### config.mk
export PLATFORM = sky130hd
export DESIGN_NAME = nttCtrl
export DESIGN_NICKNAME = d
export VERILOG_FILES = /design/src/nttPkg.sv /design/src/nttCtrl.sv
export SDC_FILE = /design/constraint.sdc
export NUM_CORES = 1
export LEC_CHECK = 0
export BUFFER_PORTS_ARGS = -buffer_cell sky130_fd_sc_hd__buf_2
export CORE_ASPECT_RATIO = 0.8
export CORE_MARGIN = 2
export CORE_UTILIZATION = 40
export DETAILED_ROUTE_END_ITERATION = 6
export PLACE_DENSITY = 0.74
export SYNTH_ARGS = -nofsm -noshare
export SYNTH_HDL_FRONTEND = slang
export SYNTH_SLANG_ARGS = --single-unit
### constraint.sdc
create_clock -name clk -period 8.25 [get_ports clk]
set_input_delay 0.4125 -clock clk [delete_from_list [all_inputs] [get_ports clk]]
set_output_delay 0.4125 -clock clk [all_outputs]
set_load 0.01 [all_outputs]
### src/nttPkg.sv
package nttPkg;

    // Field parameters
    localparam logic [22:0] Q = 23'd8380417;
    localparam int CoefW = 23;
    localparam int ProdW = 46;
    localparam int N = 256;
    localparam int LogN = 8;

    // Primitive 512th root of unity mod Q
    localparam logic [22:0] RootOfUnity = 23'd1753;

    // Barrett constants, Mu = floor(2^46 / Q)
    localparam int BarrettK = 46;
    localparam logic [23:0] BarrettMu = 24'd8396807;

    typedef logic [CoefW-1:0] coef_t;
    typedef logic [LogN-1:0] idx_t;
    typedef logic [LogN:0] lenIdx_t;

    typedef enum logic [3:0] {
        Idle,
        Load,
        LenLoop,
        GroupStart,
        ZetaWait,
        ButterflyRead,
        ButterflyWrite,
        Store,
        Done
    } nttState_e;

endpackage

### src/nttCtrl.sv
module nttCtrl (
    input  logic          clk,
    input  logic          rst_n,
    input  logic          start,
    input  nttPkg::coef_t coefIn,
    input  nttPkg::coef_t zeta,
    input  logic          zetaValid,
    input  nttPkg::coef_t bfHi,
    input  nttPkg::coef_t bfLo,
    output nttPkg::idx_t  rdAddrLo,
    output nttPkg::idx_t  rdAddrHi,
    output logic          wrEnLo,
    output logic          wrEnHi,
    output nttPkg::idx_t  wrAddrLo,
    output nttPkg::idx_t  wrAddrHi,
    output nttPkg::coef_t wrDataLo,
    output nttPkg::coef_t wrDataHi,
    output logic          zetaReq,
    output nttPkg::idx_t  zetaIdx,
    output logic          busy,
    output logic          done,
    output logic          coefOutValid
);

    nttPkg::nttState_e state;
    nttPkg::lenIdx_t   cnt;
    nttPkg::lenIdx_t   len;
    nttPkg::lenIdx_t   groupStart;
    nttPkg::lenIdx_t   j;
    nttPkg::lenIdx_t   m;
    nttPkg::lenIdx_t   hiIdx;
    nttPkg::lenIdx_t   lastJ;
    nttPkg::lenIdx_t   nextGroup;

    assign hiIdx = j + len;
    assign lastJ = groupStart + len - 9'd1;
    assign nextGroup = groupStart + (len << 1);

    // Bank addressing, load and store share port 0
    assign rdAddrLo = (state == nttPkg::Store) ? cnt[nttPkg::LogN-1:0] : j[nttPkg::LogN-1:0];
    assign rdAddrHi = hiIdx[nttPkg::LogN-1:0];
    assign wrEnLo = (state == nttPkg::Load) || (state == nttPkg::ButterflyWrite);
    assign wrEnHi = (state == nttPkg::ButterflyWrite);
    assign wrAddrLo = (state == nttPkg::Load) ? cnt[nttPkg::LogN-1:0] : j[nttPkg::LogN-1:0];
    assign wrAddrHi = hiIdx[nttPkg::LogN-1:0];
    assign wrDataLo = (state == nttPkg::Load) ? coefIn : bfLo;
    assign wrDataHi = bfHi;

    assign zetaReq = (state == nttPkg::GroupStart);
    assign zetaIdx = m[nttPkg::LogN-1:0];

    always_ff @(posedge clk or negedge rst_n) begin
        if (!rst_n) begin
            state <= nttPkg::Idle;
            cnt <= '0;
            len <= '0;
            groupStart <= '0;
            j <= '0;
            m <= '0;
            busy <= 1'b0;
            done <= 1'b0;
            coefOutValid <= 1'b0;
        end else begin
            done <= 1'b0;
            case (state)
                // Done behaves like Idle, busy is already low there
                nttPkg::Idle, nttPkg::Done: begin
                    state <= nttPkg::Idle;
                    if (start) begin
                        state <= nttPkg::Load;
                        busy <= 1'b1;
                        cnt <= '0;
                        len <= nttPkg::lenIdx_t'(nttPkg::N);
                        m <= 9'd1;
                    end
                end
                nttPkg::Load: begin
                    cnt <= cnt + 9'd1;
                    if (cnt == nttPkg::N - 1) begin
                        state <= nttPkg::LenLoop;
                    end
                end
                nttPkg::LenLoop: begin
                    len <= len >> 1;
                    groupStart <= '0;
                    if ((len >> 1) == '0) begin
                        state <= nttPkg::Store;
                        cnt <= '0;
                        coefOutValid <= 1'b1;
                    end else begin
                        state <= nttPkg::GroupStart;
                    end
                end
                nttPkg::GroupStart: begin
                    m <= m + 9'd1;
                    j <= groupStart;
                    state <= nttPkg::ZetaWait;
                end
                nttPkg::ZetaWait: begin
                    if (zetaValid) begin
                        state <= nttPkg::ButterflyRead;
                    end
                end
                nttPkg::ButterflyRead: begin
                    state <= nttPkg::ButterflyWrite;
                end
                nttPkg::ButterflyWrite: begin
                    if (j == lastJ) begin
                        groupStart <= nextGroup;
                        state <= (nextGroup == nttPkg::N) ? nttPkg::LenLoop
                                                          : nttPkg::GroupStart;
                    end else begin
                        j <= j + 9'd1;
                        state <= nttPkg::ButterflyRead;
                    end
                end
                nttPkg::Store: begin
                    cnt <= cnt + 9'd1;
                    if (cnt == nttPkg::N - 1) begin
                        state <= nttPkg::Done;
                        coefOutValid <= 1'b0;
                        busy <= 1'b0;
                        done <= 1'b1;
                    end
                end
                default: state <= nttPkg::Idle;
            endcase
        end
    end

    zetaReqNoOverlap: assert property (@(posedge clk) disable iff (!rst_n)
        zetaReq |=> (!zetaReq until zetaValid));

    validOnlyInStore: assert property (@(posedge clk) disable iff (!rst_n)
        coefOutValid |-> state == nttPkg::Store);

    // 255 groups per transform, so m stays in 1..N-1
    zetaIdxInRange: assert property (@(posedge clk) disable iff (!rst_n)
        zetaReq |-> (m != '0) && (m <= nttPkg::N - 1));

    zetaHeldInGroup: assert property (@(posedge clk) disable iff (!rst_n)
        (state == nttPkg::ButterflyRead) && ($past(state) == nttPkg::ButterflyWrite)
        |-> $stable(zeta));

endmodule

==> results.md, run 1 <==
Synth:
- The netlist area before placement is 4220 um^2.
- The synthesized instance count is 492.
- The number of enable-type register cells in the synthesized netlist is 0.
- Yosys printed 0 warnings.
- Averaged over all synthesized cells, the footprint is 8.578 um^2.
- The leading register cell type out of synthesis is dfrtp_1.
- The count of distinct cell types in the synthesized netlist is 54.
- The fraction of registers with async set or reset after synthesis is 100.0%.
- The sequential fraction of the synthesis area is 29.65%.
- The net count after synthesis is 623.
- The synthesis-stage register bit count is 50.

Floorplan:
- The overall die area is 11390 um^2.
- The I/O pin count is 188.
- The core region is 10280 um^2.
- The initial utilization of the core area, before any placement, comes to 41.05%.
- The overall die height is 95.87 um.
- The standard-cell row count is 33.
- The floorplan step set the die width to 118.8 um.

Clock network:
- The number of sinks handled by clock tree synthesis is 50.
- The quantity of gates resized following cts is 0.
- Clock tree synthesis selected as its root buffer the cell clkbuf_16.
- The number of CTS-inserted buffers is 5.
- Counting along the longest clock path gives a buffer depth of 2.
- The number of setup buffers added after CTS is 0.
- Clock-pin slew was measured on the worst setup and hold paths at 0.07 ns.
- The number of hold buffers added after CTS was 0.
- The TritonCTS clock tree is built.
- The later pin in the worst-skew pair is clocked with a latency of 0.29 ns.
- The count of H-tree levels built during CTS is 2.

STA:
- The headroom to the max-slew limit is 54.63%.
- The number of max-slew violations in the final report is 0.
- The count of final hold-check violations is 0.
- The final worst slack is 4.553 ns.
- The fmax is 270.5 MHz.
- Setup violations remaining at the end of the flow were counted as 0.
- For the final database, setup skew stands at 0.004927 ns.
- The actual slew at the worst max-slew pin is 0.6781 ns.
- Setup repair after global routing left no endpoint under its margin.
- Summed over all failing endpoints, the final setup total negative slack is 0 ns.
- Of the available clock period, the critical path in the final layout requires 44.81%.
- After layout, the minimum clock period comes to 3.697 ns.

Drt:
- For this block, the routed nets add up to 11900 um of wire.
- The number of nets still failing antenna checks after routing is 0.
- In this run, the number of DRC markers left after iteration 0 of detailed routing was 211.
- The iteration count of the initial detailed-routing pass is 4.
- After detailed routing, the number of remaining DRC violations is 0.
- The average wire per cell in the routed design is 16.64 um.
- Using the TritonRoute via totals, the vias-per-cell ratio works out to 5.421.
- The final route contains 3876 vias.

Final layout:
- From synthesis to final layout, the design area changed by 15.71%.
- The final non-filler cell area is 4883 um^2.
- Of the cells placed in the final design, the portion with a size suffix greater than 1 is 30.09%.
- The net count of the finished layout is 705.
- The count of antenna diodes in the layout is 0.

Placed design:
- At the end of routability-driven placement, the weighted congestion stood at 0.8926.
- The HPWL after detailed placement is 9397 um.
- Buffers placed on the I/O ports in this run total 118.
- Prior to clock tree synthesis, the placed netlist has a worst setup slack of 4.653 ns.
- The placed standard-cell area is 4717 um^2.

Worst setup path:
- The depth of the most critical reg-to-reg path is 12.
- In this run the worst setup path begins at len[1].
- The required time of the worst setup path is 8.39 ns.
- The element type at the critical path start is a flop.
- The worst setup path is captured at a flop.
- The reg-to-reg endpoint is j[7].
- In this run the critical register-to-register path is launched from len[1].
- Across all register-to-register paths, the minimum setup slack is 4.55 ns.
- The largest driver fanout on the critical path is 6.
- The arrival time at the worst endpoint is 3.84 ns.
- The setup path with the least slack is of type flop to flop.

GRT:
- The number of global-route vias before repair was 3800.
- The pin count of the biggest net entering global routing is 51.
- The number of antenna violations at the first check in global routing came to 0.
- Summed over all layers, the global routing overflow is 0.
- The first global-routing pass estimated 18690 um of wire.
- In the global route stage, overall resource usage came out at 20.69%.

Run status:
- The flow ran to the end, and the final reports show no timing, DRC or antenna violations.

Power:
- The maximum resistive drop on vdd is 0.07885 mV.
- Dividing total power by cell area gives a power density of 107.5 nW/um^2.
- The analysis attributes to cell leakage a power of 2.337 nW.

Hold path:
- The kind of path behind the tightest hold check is input pin to async pin.

Job:
- Across the run, the number of max-cap violations was 0.
## how the worst max path moves through the flow
stage / end / slack (ns) / cells past startpoint
6_report: j[7] / 4.55 / 12
5_1_grt: j[7] / 4.30 / 12
4_1_cts: j[7] / 4.61 / 12
3_5_place_dp: groupStart[1] / 4.65 / 12
3_3_place_gp: groupStart[1] / 4.85 / 12
2_1_floorplan: groupStart[1] / 5.17 / 12
## power breakdown
group          internal (mW)  switching (mW)
Sequential             0.246         0.00105
Combinational         0.0183          0.0194
Clock                  0.144          0.0970
## layer usage
metal / wire length [um] / global-route usage [%] / up-vias
li1: - / - / 1851
met1: 5104 / 24.88 / 1823
met2: 5731 / 37.40 / 179
met3: 813 / 4.206 / 23
met4: 247 / 6.944 / 0
met5: 0 / 0 / -
## synthesized netlist by cell type, types with 2 or more instances
cell	count	area, um^2
a211oi_1	2	15.01
a21boi_0	3	22.52
a21o_1	4	30.03
a21oi_1	28	140.1
a22o_1	2	17.52
a31oi_1	6	37.54
and3_1	12	75.07
buf_2	3	15.01
buf_4	31	232.7
clkbuf_1	11	41.29
dfrtp_1	50	1251
fa_1	3	60.06
ha_1	32	400.4
inv_1	43	161.4
mux2_2	37	416.7
mux2i_1	6	60.06
nand2_1	37	138.9
nand2b_1	4	25.02
nand3_1	18	90.09
nand4_1	4	25.02
nor2_1	31	116.4
nor2b_1	3	18.77
nor3_1	11	55.05
nor3b_1	3	22.52
nor4_1	2	12.51
o2111ai_1	2	17.52
o21a_1	3	22.52
o21ai_0	45	225.2
o21bai_1	2	15.01
o22ai_1	2	12.51
o31ai_1	2	15.01
or2_2	2	12.51
or3_1	2	12.51
xnor2_1	17	148.9
xor2_1	10	87.58
## cells in the final DEF (no fill, tap or decap), drive strengths merged, types with 11 or more instances in the layout
cell,instances
mux2,37
o21ai,46
inv,44
and3,12
nor3,11
dfrtp,50
ha,32
nor2,32
a21oi,28
nand2,37
xnor2,17
nand3,18
buf,121
## state kept, by name, summed over array words and instances (netlist names)
register / count
busy: 1
done: 1
state: 4
groupStart: 8
cnt: 9
coefOutValid: 1
j: 9
m: 8
len: 9
## stage by stage
step / power (mW) / std cells / util (%) / hold slack, ns
final: 0.5252 / 715 / 47.50 / 0.2175
after detailed placement: 0.2900 / 707 / 45.88 / 0.4760
after global placement: 0.2896 / 707 / 45.88 / 0.4638
after floorplan: 0.2750 / 492 / - / 0.1169
after global routing: 0.5401 / 715 / 47.50 / 0.2877
after CTS: 0.5285 / 715 / 47.50 / 0.2525
## cell type report
cell class                      instances  area (um^2)
Tap cell                              140        175.2
Timing Repair Buffer                  121        613.1
Sequential cell                        50         1251
Clock inverter                          2        37.54
Fill cell                             977         5398
Clock buffer                            6        128.9
Multi-Input combinational cell        352         2512
Inverter                               44        165.2
## worst max-delay path, cell delays in order, from the launching register on
cell,delay (ns)
dfrtp_1,0.46
inv_1,0.17
ha_1,0.31
inv_1,0.04
ha_1,0.20
fa_1,0.43
nand3_1,0.12
a21oi_1,0.09
nor4_2,0.42
nand4_1,0.19
or3_4,0.42
a21oi_1,0.48
o21ai_0,0.22
## logic make-up (layout without fill, tap and decap cells)
group	count (synthesis)	count (layout)	synth area share, %
xor gates and xnor gates	27	27	5.603
muxes	43	43	11.30
buffers and inverters	90	173	11.03
DFF	50	50	29.65
adders and majority gates	35	35	10.91
AOI/OAI and AO/OA	108	108	14.88
and+or+nand+nor	139	139	16.63
(Power assumes the default switching activity.)
==> run 2: changes to the inputs <==
- clock period: 8.25 -> 3.6 ns (I/O delays scaled with it)
==> run 2 against run 1 <==
Net effect:
- the run now ends with hold timing left
- first-iteration DRC count decreased by 3.8%
- fmax increased by 7.8%
- power increased by 130%
- worst hold slack got worse by 0.22 ns
- clock skew about the same
- sequential power increased by 130%
- register-to-register slack got worse by 4.4 ns
- combinational power increased by 130%
- critical path type unchanged
==> results.md, run 2 (synthesis results as in run 1) <==
GRT:
- The number of antenna violations at the first check in global routing is 0.
- Global routing used 20.92% of the available tracks.
- The global-route wire length before repair is 18860 um.
- The number of global-route vias before repair is 3622.
- Entering global routing, the biggest net connects 51 pins.
- The total congestion overflow is 0.

Clock network:
- The number of buffers added to fix hold violations after cts is 0.
- The number of sinks handled by clock tree synthesis is 50.
- In this run the deepest clock path goes through 2 buffers.
- The number of clock buffers added by TritonCTS is 5.
- The count of buffers added by post-CTS timing repair for setup is 0.
- The later pin in the worst-skew pair is clocked with a latency of 0.29 ns.
- The number of gates resized after CTS was 0.
- The tree is rooted in a clkbuf_16.
- The count of H-tree levels built during CTS is 2.
- After clock tree synthesis, the clock-pin slew on the worst setup and hold paths is 0.07 ns.
- TritonCTS built the clock tree.

STA:
- The number of max-slew violations in the final report is 0.
- Setup repair after global routing left no endpoint under its margin.
- The tightest hold path in the finished design has a slack of -0.007427 ns.
- The final count of negative-setup-slack endpoints is 0.
- In the final timing run, aggregate negative setup slack is 0 ns.
- The clock skew is 0.005150 ns.
- The shortest period the worst path allows is 3.428 ns.
- Headroom to the max-slew limit came out at 55.64%.
- At the pin with the least slew margin, the transition time is 0.6654 ns.
- The count of final hold-check violations is 4.
- After layout, the worst path uses 95.23% of the clock period.
- Timing would allow up to 291.7 MHz.

Drt:
- The mean number of vias per cell is 5.394.
- The iteration count of the initial detailed-routing pass is 5.
- For this block, the via count after detailed routing is 3862.
- The average wire per cell in the routed design is 16.71 um.
- After detailed routing, the number of remaining DRC violations is 0.
- The number of DRC markers in iteration 0 is 203.
- In this run the remaining antenna-violating nets after routing total 0.
- The total length of routed wires is 11970 um.

Placed design:
- The global placer's final weighted congestion is 0.9625.
- The number of I/O port buffers is 118.
- The placed standard-cell area is 4725 um^2.
- The HPWL after detailed placement is 9388 um.

Worst setup path:
- The critical path goes through inv_1, ha_1, inv_1, ha_1, fa_1, xnor2_1, nand3_1, nor3b_1, nand4_1, or3_4, or4_1, o31ai_1.
- The required time of the worst setup path is 3.80 ns.
- The element type at the critical path start is a flop.
- The start point of the critical path is len[1].
- The critical path in this run is classified as flop to flop.
- The kind of cell with the highest combined delay along the critical path is simple AND/OR/NAND/NOR gates.
- The worst register-to-register path begins at len[1].
- The category of the worst setup path capture point is a flop.
- The largest single stage delay on the critical path is 0.52 ns.
- The largest driver fanout on the critical path is 5.
- The arrival time at the worst endpoint is 3.63 ns.
- Together, buffers and inverters on the worst path number 2.
- The largest individual stage delay along the critical path comes from the cell or4_1.

Floorplan:
- For this design the top-level I/O count stands at 188.
- The die covers 11390 um^2.
- For this configuration, the core starts out at a cell density of 41.05%.
- In this run the horizontal extent of the chip is 118.8 um.
- The total area inside the core boundary comes to 10280 um^2.
- Measured along the y axis, the die boundary spans 95.87 um.
- The floorplan has 33 rows.

Power:
- The static leakage is 2.344 nW.
- The maximum resistive drop on vdd is 0.2058 mV.
- The overall power of the completed layout is 1.205 mW.
- The ratio of total power to cell area is 246.1 nW/um^2.

Final layout:
- The largest registers in the layout are cnt: 9 flops, j: 9 flops, len: 9 flops.
- Leaving out fill and tap cells, the most frequent cell in the layout is buf_2.
- The number of fillers in the final layout is 959.
- Cells with a size suffix above 1 make up 30.38% of the layout.
- The count of antenna diodes in the layout is 0.
- In the final layout, the multi-input gates occupy 2516 um^2.
- In the layout the commonest cells are buf_2 (118), dfrtp_1 (50), o21ai_0 (45).
- The post-layout net count is 706.
- The sequential cells in the finished layout cover a total of 1251 um^2.
- Once layout is done, the placed cells without fillers occupy 4895 um^2.
- The area overhead of the layout relative to synthesis is 15.98%.

Job:
- The tool flagged a number of max-cap violations equal to 0.

Run status:
- The checks that failed: hold timing.
- The run finished, with violations left.

Hold path:
- The kind of path behind the tightest hold check is input pin to async pin.
run 2: power breakdown:
part           internal [mW]  switching, mW
logic                 0.0420         0.0457
registers              0.564        0.00234
clock network          0.329          0.222
run 2: layout make-up:
cell class	count	share of cell area (%)
well taps	140	3.579
clock inverters	2	0.7669
repair buffers	122	12.68
inverters	44	3.374
clock buffers	6	2.633
multi-input cells	352	51.41
flip-flops and latches	50	25.56
run 2: final timing paths:
check,endpoint,slack [ns],cells after the start
max,groupStart[7],0.17,12
min,m[6],-0.007,2
max reg2reg,groupStart[7],0.17,12
min reg2reg,m[7],0.48,1
max in group asynchronous,len[4],3.15,2
min in group clk,wrDataHi[7],0.36,0
run 2: metal layers:
metal  share of wire [%]  up-vias  routed length (um)  track usage (%)
met4                 1.5        0                 176            5.952
met2                  48      161                5783            36.73
li1                    -     1861                   -                -
met1                  43     1826                5167            26.45
met5                   0        -                   0                0
met3                 7.0       14                 838            4.147
run 2: through the flow:
stage | hold WS, ns | setup WS, ns | util (%) | instances
after floorplan | -0.1156 | 0.5243 | - | 492
after CTS | 0.03103 | 0.1722 | 47.57 | 716
after detailed placement | 0.3431 | 0.2018 | 45.95 | 708
after global placement | 0.3286 | 0.2773 | 45.95 | 708
after global routing | 0.06325 | 0.04131 | 47.61 | 716
final | -0.007427 | 0.1717 | 47.61 | 716
